===== config.mk =====
export PLATFORM = sky130hd
export DESIGN_NAME = tank_arena_top
export DESIGN_NICKNAME = d
export VERILOG_FILES = /design/src/common/tank_geom_pkg.sv /design/src/common/tank_ctrl_pkg.sv /design/src/logic/player_tank.sv /design/src/enemy/enemy_relpos.sv /design/src/enemy/enemy_tank.sv /design/src/logic/arena_status.sv /design/src/logic/tank_arena_top.sv
export VERILOG_INCLUDE_DIRS = /design/src /design/src/common
export SDC_FILE = /design/constraint.sdc
export NUM_CORES = 1
export LEC_CHECK = 0
export BUFFER_PORTS_ARGS = -buffer_cell sky130_fd_sc_hd__buf_2
export CELL_PAD_IN_SITES_DETAIL_PLACEMENT = 1
export CELL_PAD_IN_SITES_GLOBAL_PLACEMENT = 2
export CORE_ASPECT_RATIO = 0.5
export CORE_MARGIN = 2
export CORE_UTILIZATION = 34
export CTS_CLUSTER_SIZE = 24
export DETAILED_ROUTE_END_ITERATION = 7
export PLACE_DENSITY_LB_ADDON = 0.1
export REMOVE_ABC_BUFFERS = 1
export SYNTH_ARGS = -nofsm -noshare
export SYNTH_HDL_FRONTEND = slang
export SYNTH_SLANG_ARGS = --single-unit

===== constraint.sdc =====
create_clock -name clk -period 3.1 [get_ports clk]
set_input_delay 0.465 -clock clk [delete_from_list [all_inputs] [get_ports clk]]
set_output_delay 0.465 -clock clk [all_outputs]
set_load 0.02 [all_outputs]

===== src/common/tank_params.svh =====
// grid size, coordinate width, enemy count and kill counter width
`ifndef TANK_PARAMS_SVH
`define TANK_PARAMS_SVH

// ------------------------------
// playfield
// ------------------------------
`define TANK_COORD_W   5    // holds 0..20
`define TANK_X_MAX     16   // last column
`define TANK_Y_MAX     20   // last row

// ------------------------------
// enemies and scoring
// ------------------------------
`define TANK_ENEMY_CNT 4    // one per corner
`define TANK_KILL_W    8    // saturating kill counter

`endif


===== src/common/tank_geom_pkg.sv =====
// coordinate, position, heading and relative-direction types, grid step helpers
`default_nettype none

`include "tank_params.svh"

package tank_geom_pkg;

	typedef logic [`TANK_COORD_W-1:0] coord_t;

	typedef struct packed {
		coord_t x;  // column, 0 at the left
		coord_t y;  // row, 0 at the top
	} pos_t;

	typedef enum logic [1:0] {
		DIR_UP    = 2'd0,  // y decreasing
		DIR_DOWN  = 2'd1,
		DIR_LEFT  = 2'd2,
		DIR_RIGHT = 2'd3
	} tank_dir_t;

	// one 3-bit word, meaning of the low bits set by is_line
	typedef union packed {
		struct packed {
			logic is_line;  // 0 here
			logic left;     // enemy left of player
			logic above;    // enemy above player
		} quad;
		struct packed {
			logic is_line;  // 1 here
			logic vert;     // same column, line runs vertically
			logic far;      // enemy coordinate is the greater one
		} line;
	} rel_dir_u;

	typedef struct packed {
		rel_dir_u rel;
		coord_t   h_dis;  // |dx|
		coord_t   v_dis;  // |dy|
		logic     equal;  // same cell
	} relpos_t;

	// true when one cell toward d stays on the grid
	function automatic logic step_ok(input pos_t p, input tank_dir_t d);
		case (d)
			DIR_UP:   return p.y != '0;
			DIR_DOWN: return p.y < coord_t'(`TANK_Y_MAX);
			DIR_LEFT: return p.x != '0;
			default:  return p.x < coord_t'(`TANK_X_MAX);
		endcase
	endfunction

	// neighbour cell toward d, no edge check
	function automatic pos_t step_pos(input pos_t p, input tank_dir_t d);
		pos_t n;
		n = p;
		case (d)
			DIR_UP:   n.y = p.y - coord_t'(1);
			DIR_DOWN: n.y = p.y + coord_t'(1);
			DIR_LEFT: n.x = p.x - coord_t'(1);
			default:  n.x = p.x + coord_t'(1);
		endcase
		return n;
	endfunction

endpackage

`default_nettype wire


===== src/common/tank_ctrl_pkg.sv =====
// player command, bullet and enemy status structs
`default_nettype none

package tank_ctrl_pkg;

	import tank_geom_pkg::*;

	// ------------------------------
	// player side
	// ------------------------------
	typedef struct packed {
		logic      move;      // step this tick
		tank_dir_t move_dir;  // heading of the step
		logic      fire;      // launch if no bullet in flight
	} player_cmd_t;

	typedef struct packed {
		logic      active;  // in flight
		pos_t      pos;
		tank_dir_t dir;     // travel direction
	} bullet_t;

	// ------------------------------
	// enemy side
	// ------------------------------
	typedef struct packed {
		logic      alive;
		pos_t      pos;
		tank_dir_t dir;   // last attempted heading
		logic      fire;  // lined up with the player
	} enemy_status_t;

endpackage

`default_nettype wire


===== src/logic/player_tank.sv =====
// player tank movement and single bullet launch, flight and retirement
`default_nettype none
`timescale 1ns/100ps

`include "tank_params.svh"

module player_tank
	import tank_geom_pkg::*, tank_ctrl_pkg::*;
(
	input  logic        clk,
	input  logic        reset,
	input  logic        tick,        // one game step
	input  player_cmd_t cmd,
	input  logic        bullet_hit,  // some enemy died last tick
	output pos_t        player_pos,
	output bullet_t     bullet
);

	localparam coord_t START_X = coord_t'(`TANK_X_MAX / 2);  // bottom middle
	localparam coord_t START_Y = coord_t'(`TANK_Y_MAX);

	tank_dir_t heading;  // last commanded direction, used for launch

	// ------------------------------
	// tank movement
	// ------------------------------
	always_ff @(posedge clk)
	begin
		if (reset)
		begin
			player_pos <= '{x: START_X, y: START_Y};
			heading    <= DIR_UP;
		end
		else if (tick && cmd.move)
		begin
			heading <= cmd.move_dir;  // turn even when blocked
			if (step_ok(player_pos, cmd.move_dir))
				player_pos <= step_pos(player_pos, cmd.move_dir);
		end
	end

	// ------------------------------
	// bullet
	// ------------------------------
	always_ff @(posedge clk)
	begin
		if (reset)
			bullet <= '0;
		else if (bullet_hit)
			bullet.active <= 1'b0;  // kill pulse lands between ticks
		else if (tick)
		begin
			if (bullet.active)
			begin
				if (step_ok(bullet.pos, bullet.dir))
					bullet.pos <= step_pos(bullet.pos, bullet.dir);
				else
					bullet.active <= 1'b0;  // would leave the grid
			end
			else if (cmd.fire)
			begin
				// launch from the pre-step cell and heading
				bullet <= '{active: 1'b1, pos: player_pos, dir: heading};
			end
		end
	end

	// bullet never shows up off the grid
	a_bullet_in_grid: assert property (@(posedge clk) disable iff (reset)
		bullet.active |-> (bullet.pos.x <= coord_t'(`TANK_X_MAX)) &&
			(bullet.pos.y <= coord_t'(`TANK_Y_MAX)))
		else $error("bullet left the grid");

endmodule

`default_nettype wire


===== src/enemy/enemy_relpos.sv =====
// registered distance and relative direction from one enemy to the player
`default_nettype none
`timescale 1ns/100ps

module enemy_relpos
	import tank_geom_pkg::*;
(
	input  logic    clk,
	input  logic    reset,
	input  pos_t    enemy_pos,
	input  pos_t    player_pos,
	output relpos_t relpos
);

	coord_t   h_dis;
	coord_t   v_dis;
	rel_dir_u rel;

	// ------------------------------
	// distances and direction word
	// ------------------------------
	always_comb
	begin
		// absolute differences without sign
		h_dis = (enemy_pos.x > player_pos.x) ? enemy_pos.x - player_pos.x
			: player_pos.x - enemy_pos.x;
		v_dis = (enemy_pos.y > player_pos.y) ? enemy_pos.y - player_pos.y
			: player_pos.y - enemy_pos.y;

		rel = '0;
		if (h_dis != '0 && v_dis != '0)
		begin
			// quadrant form when off both axes
			rel.quad.is_line = 1'b0;
			rel.quad.left    = enemy_pos.x < player_pos.x;
			rel.quad.above   = enemy_pos.y < player_pos.y;
		end
		else
		begin
			// line form on a shared row or column
			rel.line.is_line = 1'b1;
			rel.line.vert    = (h_dis == '0);
			rel.line.far     = (h_dis == '0) ? (enemy_pos.y > player_pos.y)
				: (enemy_pos.x > player_pos.x);
		end
	end

	always_ff @(posedge clk)
	begin
		if (reset)
			relpos <= '0;
		else
			relpos <= '{rel: rel, h_dis: h_dis, v_dis: v_dis,
				equal: (h_dis == '0) && (v_dis == '0)};
	end

	// line form only when the tanks really shared an axis one cycle back
	a_line_aligned: assert property (@(posedge clk) disable iff (reset)
		relpos.rel.line.is_line |->
			($past(enemy_pos.x) == $past(player_pos.x)) ||
			($past(enemy_pos.y) == $past(player_pos.y)))
		else $error("line form while the tanks share no axis");

endmodule

`default_nettype wire


===== src/enemy/enemy_tank.sv =====
// enemy tank spawn, pursuit step, fire flag and hit detection
`default_nettype none
`timescale 1ns/100ps

`include "tank_params.svh"

module enemy_tank
	import tank_geom_pkg::*, tank_ctrl_pkg::*;
#(
	parameter int SPAWN_ID = 0  // corner select, bit 0 right, bit 1 bottom
)(
	input  logic          clk,
	input  logic          reset,
	input  logic          tick,
	input  logic          enable,      // may spawn when dead
	input  pos_t          player_pos,
	input  bullet_t       bullet,
	output enemy_status_t status,
	output logic          kill         // one cycle, after the hit tick
);

	localparam coord_t    SPAWN_X   = (SPAWN_ID % 2 != 0) ? coord_t'(`TANK_X_MAX) : '0;
	localparam coord_t    SPAWN_Y   = (SPAWN_ID / 2 != 0) ? coord_t'(`TANK_Y_MAX) : '0;
	localparam tank_dir_t SPAWN_DIR = (SPAWN_ID / 2 != 0) ? DIR_UP : DIR_DOWN;  // face inward

	relpos_t   rp;      // one cycle behind the positions
	logic      hit;
	tank_dir_t mv_dir;  // chosen pursuit heading

	enemy_relpos i_enemy_relpos (
		.clk        (clk),
		.reset      (reset),
		.enemy_pos  (status.pos),
		.player_pos (player_pos),
		.relpos     (rp)
	);

	// ------------------------------
	// hit and pursuit decision
	// ------------------------------
	always_comb
	begin
		hit = status.alive &&
			((bullet.active && bullet.pos == status.pos) || player_pos == status.pos);

		if (rp.rel.line.is_line)
		begin
			// lined up, close in along the line
			if (rp.rel.line.vert)
				mv_dir = rp.rel.line.far ? DIR_UP : DIR_DOWN;
			else
				mv_dir = rp.rel.line.far ? DIR_LEFT : DIR_RIGHT;
		end
		else if (rp.h_dis < rp.v_dis)
			mv_dir = rp.rel.quad.left ? DIR_RIGHT : DIR_LEFT;  // shorter gap first
		else
			mv_dir = rp.rel.quad.above ? DIR_DOWN : DIR_UP;
	end

	// ------------------------------
	// per-step state
	// ------------------------------
	always_ff @(posedge clk)
	begin
		if (reset)
		begin
			status <= '0;  // dead, fire low
			kill   <= 1'b0;
		end
		else
		begin
			kill <= 1'b0;
			if (tick)
			begin
				if (!status.alive)
				begin
					if (enable)
						status <= '{alive: 1'b1, pos: '{x: SPAWN_X, y: SPAWN_Y},
							dir: SPAWN_DIR, fire: 1'b0};
				end
				else if (hit)
				begin
					// hit wins over movement
					status.alive <= 1'b0;
					status.fire  <= 1'b0;
					kill         <= 1'b1;
				end
				else if (!rp.equal)
				begin
					status.dir  <= mv_dir;              // recorded even if blocked
					status.fire <= rp.rel.line.is_line;  // lined up on a row or column
					if (step_ok(status.pos, mv_dir))
						status.pos <= step_pos(status.pos, mv_dir);
				end
			end
		end
	end

	// live enemy stays on the field
	a_enemy_in_grid: assert property (@(posedge clk) disable iff (reset)
		status.alive |-> (status.pos.x <= coord_t'(`TANK_X_MAX)) &&
			(status.pos.y <= coord_t'(`TANK_Y_MAX)))
		else $error("alive enemy outside the grid");

endmodule

`default_nettype wire


===== src/logic/arena_status.sv =====
// kill counter, alive mask and game-over latch
`default_nettype none
`timescale 1ns/100ps

`include "tank_params.svh"

module arena_status
	import tank_geom_pkg::*, tank_ctrl_pkg::*;
(
	input  logic                                 clk,
	input  logic                                 reset,
	input  enemy_status_t [`TANK_ENEMY_CNT-1:0] enemy,
	input  logic          [`TANK_ENEMY_CNT-1:0] kill,
	input  pos_t                                 player_pos,
	output logic          [`TANK_KILL_W-1:0]    kill_count,
	output logic          [`TANK_ENEMY_CNT-1:0] alive_mask,
	output logic                                 game_over
);

	localparam int ADD_W = $clog2(`TANK_ENEMY_CNT + 1);  // room for all kills at once
	localparam int SUM_W = `TANK_KILL_W + 1;             // carry marks overflow

	logic [ADD_W-1:0] kill_add;
	logic [SUM_W-1:0] kill_sum;
	logic             on_player;  // some live enemy on the player's cell

	always_comb
	begin
		kill_add  = '0;
		on_player = 1'b0;
		for (int i = 0; i < `TANK_ENEMY_CNT; i++)
		begin
			kill_add      = kill_add + ADD_W'(kill[i]);
			alive_mask[i] = enemy[i].alive;
			on_player     = on_player || (enemy[i].alive && enemy[i].pos == player_pos);
		end
		kill_sum = {1'b0, kill_count} + SUM_W'(kill_add);
	end

	// ------------------------------
	// counter and latch
	// ------------------------------
	always_ff @(posedge clk)
	begin
		if (reset)
		begin
			kill_count <= '0;
			game_over  <= 1'b0;
		end
		else
		begin
			if (kill_sum[`TANK_KILL_W])
				kill_count <= '1;  // saturate
			else
				kill_count <= kill_sum[`TANK_KILL_W-1:0];
			if (on_player)
				game_over <= 1'b1;  // sticky until reset
		end
	end

	a_kills_monotonic: assert property (@(posedge clk) disable iff (reset)
		!$past(reset) |-> kill_count >= $past(kill_count))
		else $error("kill count went down");

endmodule

`default_nettype wire


===== src/logic/tank_arena_top.sv =====
// top level joining player tank, four enemy tanks and the status block
`default_nettype none
`timescale 1ns/100ps

`include "tank_params.svh"

module tank_arena_top
	import tank_geom_pkg::*, tank_ctrl_pkg::*;
(
	input  logic                                 clk,
	input  logic                                 reset,
	input  logic                                 tick,      // game step strobe
	input  player_cmd_t                          cmd,
	input  logic          [`TANK_ENEMY_CNT-1:0] enemy_en,
	output pos_t                                 player_pos,
	output bullet_t                              bullet,
	output enemy_status_t [`TANK_ENEMY_CNT-1:0] enemy,
	output logic          [`TANK_KILL_W-1:0]    kill_count,
	output logic          [`TANK_ENEMY_CNT-1:0] alive_mask,
	output logic                                 game_over
);

	logic [`TANK_ENEMY_CNT-1:0] kill;  // per-enemy death pulses

	// ------------------------------
	// input side
	// ------------------------------
	player_tank i_player_tank (
		.clk        (clk),
		.reset      (reset),
		.tick       (tick),
		.cmd        (cmd),
		.bullet_hit (|kill),  // any kill retires the bullet
		.player_pos (player_pos),
		.bullet     (bullet)
	);

	// ------------------------------
	// enemies, one per corner
	// ------------------------------
	for (genvar i = 0; i < `TANK_ENEMY_CNT; i++)
	begin : g_enemy
		enemy_tank #(.SPAWN_ID(i)) i_enemy_tank (
			.clk        (clk),
			.reset      (reset),
			.tick       (tick),
			.enable     (enemy_en[i]),
			.player_pos (player_pos),
			.bullet     (bullet),
			.status     (enemy[i]),
			.kill       (kill[i])
		);
	end

	arena_status i_arena_status (
		.clk        (clk),
		.reset      (reset),
		.enemy      (enemy),
		.kill       (kill),
		.player_pos (player_pos),
		.kill_count (kill_count),
		.alive_mask (alive_mask),
		.game_over  (game_over)
	);

endmodule

`default_nettype wire


; ---- Word-level counts from Yosys, hierarchy flattened
; Index checks and enable logic that the tools add are counted.
[totals]
register_bits = 150
in_bits = 11
out_inout_bits = 92
wordCells = 410
[classes]
n_eq_ne = 51
n_lt_le_gt_ge = 32
bitwise_logic = 8
n_reduce_logical = 101
add_sub_neg = 44
mux = 125
[op_table]
columns = cell, count
row1 = 10-bit equality test, 12
row2 = 5-bit one-hot mux with 2 select lines, 12
row3 = 14-bit 2-to-1 mux, 8
row4 = 5-bit nonzero test, 20
row5 = 5-bit subtractor, 16
row6 = 13-bit 2-to-1 mux, 5
row7 = 5-bit by 1-bit adder with 5-bit output (second input constant), 12
row8 = 5-bit less-than comparator, 12
row9 = 5-bit less-than comparator (second input constant), 12
row10 = 5-bit by 1-bit subtractor with 5-bit output (second input constant), 12
row11 = 1-bit 2-to-1 mux, 59
row12 = 10-bit 2-to-1 mux, 5
row13 = 12-bit 2-to-1 mux, 4
row14 = 6-bit AND reduction, 8
row15 = 5-bit greater-than comparator, 8
row16 = 5-bit zero test, 8
row17 = 5-bit 2-to-1 mux, 8
row18 = 2-bit != test (second input constant), 18
row19 = 3-bit != test (second input constant), 9
row20 = 2-bit 2-to-1 mux, 12
row21 = 1-bit logical AND, 21
row22 = 4-bit AND reduction, 5
row23 = 1-bit one-hot mux with 3 select lines, 6
row24 = 3-bit AND reduction, 6
row25 = 17 further kinds, 63

; ---- Longest topological paths before layout
[depth]
word_depth = 14
mapped_depth = 18
depth_no_buf = 18

; ---- Hierarchy
; Synthesis repeated with hierarchy kept, for this count alone.
[unflattened]
hier_cells = 1687
hier_area_um2 = 14010.9
[by_module_without_submodules]
columns = mod, area_per_inst_um2, cells_per_inst, seq_area_each_um2, n_inst
row1 = enemy_relpos (g_enemy[1].i_enemy_tank.i_enemy_relpos ...), 1282.5, 158, 280.3, 3
row2 = player_tank, 1744.2, 207, 500.5, 1
row3 = enemy_tank (g_enemy[0].i_enemy_tank), 1666.6, 192, 300.3, 1
row4 = enemy_tank (g_enemy[2].i_enemy_tank), 1554.0, 177, 300.3, 1
row5 = enemy_tank (g_enemy[3].i_enemy_tank), 1549.0, 191, 300.3, 1
row6 = enemy_tank (g_enemy[1].i_enemy_tank), 1450.1, 183, 300.3, 1
row7 = enemy_relpos (g_enemy[0].i_enemy_tank.i_enemy_relpos), 1288.7, 158, 280.3, 1
row8 = arena_status, 903.4, 104, 180.2, 1
row9 = tank_arena_top, 7.5, 1, 0.0, 1

; ---- Worst setup path after synthesis
; OpenSTA, ideal clock, no wires.
[synth_path]
path_kind = register to register
startpoint = register i_player_tank.player_pos[1] (netlist name)
endpoint = register g_enemy[0].i_enemy_tank.i_enemy_relpos.relpos[11] in the netlist's numbering
required_time_ns = 3.021
stages_incl_launch_ff = 11
t_arrival_ns = 3.328
path_slack_ns = -0.308
synth_period_minus_slack_ns = 3.408
setup_time_ns = 0.079
n_path_buf = 0
cell_sequence = dfxtp_1 > inv_1 > ha_1 > nor2b_4 > o31a_4 > o31ai_4 > mux2i_1 > xnor2_1 > nand4_2 > mux2_4 > a211oi_2
[synth_via]
elab_chain_len = 5
elab_cells_between_ends = 9
classes_between = add/sub: 2 / order compare: 2 / mux: 3 / reduce/logical: 2
[synth_lines]
columns = item, line_no
row1 = 5-bit subtractor (tied with other cells), enemy_relpos.sv:28  ; : player_pos.y - enemy_pos.y;
row2 = 5-bit 2-to-1 mux, enemy_relpos.sv:27  ; v_dis = (enemy_pos.y > player_pos.y) ? enemy_pos.y - player_pos.y
row3 = 5-bit nonzero test, enemy_relpos.sv:31  ; if (h_dis != '0 && v_dis != '0)
row4 = 1-bit logical AND, enemy_relpos.sv:31
row5 = 3-bit 2-to-1 mux (*), enemy_relpos.sv:31
row6 = "end signal, assigned", enemy_relpos.sv:53  ; relpos <= '{rel: rel, h_dis: h_dis, v_dis: v_dis,
row7 = "end, declared", enemy_relpos.sv:12  ; output relpos_t relpos
; Every way passes the cells marked *; elsewhere a longest branch is shown, timed or not.
; A chain may end at the register's enable or synchronous reset.

; ---- Final worst setup path
[layout_path]
startpoint = register g_enemy[0].i_enemy_tank.i_enemy_relpos.relpos[2] in the netlist's numbering
endpoint = register g_enemy[0].i_enemy_tank.status[7] in the netlist's numbering
[layout_via]
elab_chain_len = 12
elab_cells_between_ends = 20
classes_between = order compare: 1 / eq/ne: 4 / mux: 13 / reduce/logical: 2
[layout_lines]
columns = item, line_no
row1 = 5-bit less-than comparator (*), enemy_tank.sv:54  ; else if (rp.h_dis < rp.v_dis)
row2 = 2-bit 2-to-1 mux (*), enemy_tank.sv:54
row3 = 2-bit 2-to-1 mux (*), enemy_tank.sv:46  ; if (rp.rel.line.is_line)
row4 = 2-bit equality test (tied with other cells), tank_geom_pkg.sv:45  ; case (d)
row5 = 1-bit one-hot mux with 3 select lines, tank_geom_pkg.sv:45
row6 = 1-bit 2-to-1 mux, enemy_tank.sv:88  ; else if (!rp.equal)
row7 = 1-bit 2-to-1 mux, enemy_tank.sv:81  ; else if (hit)
row8 = 1-bit 2-to-1 mux, enemy_tank.sv:75  ; if (!status.alive)
row9 = 1-bit 2-to-1 mux, enemy_tank.sv:73  ; if (tick)
row10 = 1-bit 2-to-1 mux, enemy_tank.sv:65  ; if (reset)
row11 = 2-bit != test (no line), n/a
row12 = 6-bit AND reduction (no line), n/a
row13 = "end signal, assigned", enemy_tank.sv:78  ; status <= '{alive: 1'b1, pos: '{x: SPAWN_X, y: SPAWN_Y},
row14 = "end, declared", enemy_tank.sv:18  ; output enemy_status_t status,
; Every way passes the cells marked *; elsewhere a longest branch is shown, timed or not. The select of a mux whose other input is x is not followed.

==> out/results.env <==
RUN_STATUS='finished with violations'
LAYOUT_SETUP_WS_NS=-0.3515
INITIAL_CORE_UTILIZATION_PCT=34.48
SYNTHESIZED_FLOP_AND_LATCH_TOTAL=150
GRT.TOTAL_USAGE_PCT=24.09
CRIT_REQUIRED_NS=3.40
DRT_FIRST_ITER_VIOLATIONS=501
SW_FRAC_OF_TOTAL_PCT=37.34
ASYNCSETRESETFLOPFRACSYNTH_PCT=0
NUMPORTBUFFERS=102
LAYOUT.FILLER_CELLS=4122
SYNTH_MUX_AREA_SHARE_PCT=4.600
CLK_ROOT_BUFFER_CELL='clkbuf_16'
POWER.IR.VDD_WORST_uV=326.3
TOTAL_SWITCHING_POWER_mW=2.708
CRITICAL_PATH_ARRIVAL_NS=3.76
FLOORPLAN.DIE.WIDTH_UM=268.4
POSTCTSHOLDBUFS=0
ANTENNADIODECOUNT=0
IO_PINS=103
TOTAL_GLOBAL_ROUTING_OVERFLOW=0
CTS_SINKS=150
MAXIMUM_NUMBER_OF_PINS_ON_ONE_NET_BEFORE_GLOBAL_ROUTE_REPAIR=57
YS_SEQ_AREA_SHARE_PCT=25.27
FINALWORSTPATHREQUIREDPERIOD_NS=3.451
INITIAL_ANTENNA_VIOLATION_COUNT=0
TOTAL_POWER_mW=7.251
CRIT_PATH_MAX_FANOUT=3
WIRELENGTH_MM=43.99
INTERNAL_POWER_mW=4.543
POWER_LEAKAGE_nW=6.860
NETLIST_AREA_UM2=11890
GLOBALPLACE.CONGESTION=0.8611
SYNTH-ADDER-AREA-SHARE_PCT=18.74
CRIT_PATH_START_KIND='flop'
FINISH.NET_COUNT=1815
TIMING_WORST_SLEW_PIN_VALUE_NS=0.7517
LAYOUT-DRIVE-GT1-SHARE_PCT=24.92
PLACE.DETAILED.HPWL_MM=33.57
RELSLEWSLACK_PCT=49.79
NUMPLACEDINSTANCES=2062
DRT-PASS1-ITER-COUNT=5
VIAS_PER_CELL=5.277
DR_TOTAL_VIAS=11250
DESIGN.DIE.AREA_UM2=36560
SYN-MEAN-INSTANCE-AREA_UM2=8.453
NUM_ROWS=48
LAYOUT.CELLS.NON_FILLER=2132
CLK_PATH_BUF_DEPTH=2
SEQUENTIALPOWERSHARE_PCT=30.5
GRT_SETUP_UNREPAIRED='yes'
CELL_COUNT_AFTER_SYNTHESIS=1406
POWER-PER-CELL-AREA_nW_PER_UM2=481.6
DRV_CAP=0
NUMBER_OF_BUFFERS_INSERTED_DURING_CLOCK_TREE_SYNTHESIS=17
SETUP_VIOL_COUNT_FINAL=2
ENDPOINT_KIND='flop'
AREAGROWTHSYNTHTOFINISH_PCT=26.67
WORST-SETUP-PATH-TYPE='flop to flop'
FINAL-MAX-SLEW-VIOLATION-COUNT=0
YOSYS_WARNINGS=0
REMAINING_DRC_ERRORS=0
FINAL.SETUP_SKEW_NS=0.01036
SHARE_COMB_OF_TOTAL_POWER_PCT=41.2
FAILED_CHECKS='negative setup slack'
FMAX_ACHIEVED_GHz=0.2897
CORE_AR_UM2=34470
CTS_TREE='done'
GRT_FIRST_PASS_WIRELENGTH_MM=66.65
FINAL_REPORT_HOLD_VIOLATION_COUNT=0
CLK_PIN_SLEW_WORST_PATHS_NS=0.06
DIE_HEIGHT_UM=136.2
POST_SYNTH_NUM_CELL_TYPES=78
WORST_SKEW_PAIR.LATE_LATENCY_NS=0.45
VIAS_IN_THE_FIRST_GLOBAL_ROUTE=11400
AREA_SHARE_OF_XOR_XNOR_CELLS_IN_THE_SYNTHESIZED_DESIGN_PCT=8.106
SYNTH-EDFF-COUNT=0
SYNTH_AREA_IN_COMPOUND_GATES_PCT=21.19
HP-CLASS='input port to flop'
PWR-SHARE-CLK_PCT=28.3
HTREEDEPTH=4
SYNTH_SIMPLE_GATE_AREA_SHARE_PCT=16.14
POST-ROUTE-PERIOD-UTIL_PCT=111.3
WL_PER_CELL_UM=20.63
MOST_USED_FLIP_FLOP_CELL_AFTER_SYNTHESIS='dfxtp_1'
LARGEST_FAMILY_OF_LOGIC_CELLS_BY_SYNTHESIZED_AREA='compound AO/OA/AOI/OAI gates'
ANT_NETS=0
[worst paths after layout]
kind,from,endpoint,slack (ns),cells past startpoint
setup / recovery,g_enemy[0].i_enemy_tank.i_enemy_relpos.relpos[2]$_SDFF_PP0_,g_enemy[0].i_enemy_tank.status[7]$_SDFFE_PP0P_,-0.35,18
hold / removal,cmd[3],i_player_tank.heading[0]$_SDFFE_PP0P_,0.30,3
setup reg to reg,g_enemy[0].i_enemy_tank.i_enemy_relpos.relpos[2]$_SDFF_PP0_,g_enemy[0].i_enemy_tank.status[7]$_SDFFE_PP0P_,-0.35,18
hold reg to reg,g_enemy[2].i_enemy_tank.status[2]$_SDFFE_PP0P_,g_enemy[2].i_enemy_tank.status[2]$_SDFFE_PP0P_,0.46,2
[power by group through the flow]
stage	logic, mW	clock network [mW]	registers (mW)
3_3_place_gp	2.52	0	2.24
5_1_grt	3.27	2.19	2.23
2_1_floorplan	1.55	0	2.31
4_1_cts	2.74	2.11	2.20
6_report	2.99	2.05	2.21
3_5_place_dp	2.61	0	2.24
[state kept, by name, summed over array words and instances (netlist names)]
register                                    count
i_arena_status.kill_count                       8
i_player_tank.bullet                           13
g_enemy.i_enemy_tank.kill                       4
i_player_tank.heading                           2
g_enemy.i_enemy_tank.status                    56
i_player_tank.player_pos                       10
i_arena_status.game_over                        1
g_enemy.i_enemy_tank.i_enemy_relpos.relpos     56
[critical path, stage by stage (launching register included)]
cell and delay [ns]:
dfxtp_2 0.33, inv_2 0.04, ha_4 0.20, a21o_1 0.15, a21o_1 0.22, a31o_2 0.27
o21bai_1 0.17, a21oi_2 0.09, nand2_2 0.13, inv_2 0.05, fa_2 0.35, nor2b_1 0.12
o21a_1 0.13, nor2_2 0.05, xnor2_2 0.13, or3_1 0.34, a211oi_2 0.25, mux2i_1 0.20
a21oi_1 0.08
[final cells by class]
| type | instances | area, um^2 | share of cell area, % |
|---|---|---|---|
| Multi-Input combinational cell | 1078 | 8571 | 56.93 |
| Sequential cell | 150 | 3009 | 19.99 |
| Timing Repair Buffer | 277 | 1863 | 12.38 |
| Tap cell | 475 | 594.3 | 3.948 |
| Inverter | 120 | 461.7 | 3.067 |
| Clock buffer | 18 | 429.2 | 2.851 |
| Clock inverter | 14 | 126.4 | 0.8394 |
[cell families (layout without fill, tap and decap cells)]
kind of cell,after synthesis,count (layout)
adders and majority gates,160,160
AOI/OAI and AO/OA,381,381
xor gates and xnor gates,110,110
buffers and inverters,178,429
muxes,53,53
DFF,150,150
and+or+nand+nor,374,374
[layer usage]
| layer | up-vias | GRT usage, % | routed length, um | part of all wire, % |
|---|---|---|---|---|
| met4 | 0 | 6.173 | 735 | 1.7 |
| met5 | - | 0 | 0 | 0 |
| li1 | 5428 | - | - | - |
| met1 | 5631 | 32.97 | 21460 | 49 |
| met3 | 40 | 3.115 | 1382 | 3.1 |
| met2 | 152 | 40.11 | 20410 | 46 |
[synthesized netlist by cell type (all sizes together), types with 25 or more instances]
cell type  number  area (um^2)
dfxtp         150         3003
a21oi         145        737.0
ha            130         1627
inv           119        446.7
nor2          107        401.6
xnor2          85        744.5
nand2          69        259.0
a21o           62        468.0
o21ai          51        259.0
mux2i          43        430.4
clkbuf         39        148.9
fa             30        600.6
nand2b         30        187.7
nand3          27        135.1
nand4          27        175.2
xor2           25        219.0
[cell usage in the layout (no fill, tap or decap), types with 27 or more instances in the layout]
master / n
a21o_1: 60
a21oi_1: 136
buf_2: 101
buf_4: 171
dfxtp_1: 145
ha_1: 120
inv_1: 111
mux2i_1: 38
nand2_1: 68
nand2b_1: 29
nand3_1: 27
nor2_1: 103
o21ai_0: 43
xnor2_1: 81
[repair_timing]
item	CTS	global route
gates cloned	0	0
hold endpoints to repair	0	0
gates resized for setup	32	57
endpoints found under the setup margin	13	36
buffers inserted	13	25
pin swaps	26	40
[through the flow]
step / util (%) / cell area [um^2] / setup TNS, ns / hold WS [ns] / setup slack [ns]
2_1_floorplan: - / 11630 / -1.199 / 0.4296 / -0.3075
3_3_place_gp: 39.92 / 13760 / -0.7581 / 0.4387 / -0.3576
3_5_place_dp: 39.92 / 13760 / -1.354 / 0.4543 / -0.4406
4_1_cts: 42.24 / 14560 / -0.6107 / 0.2806 / -0.3279
5_1_grt: 43.67 / 15050 / -1.222 / 0.3061 / -0.5135
6_report: 43.67 / 15050 / -0.6900 / 0.3015 / -0.3515
No activity file was read; power rests on OpenSTA's default activity.
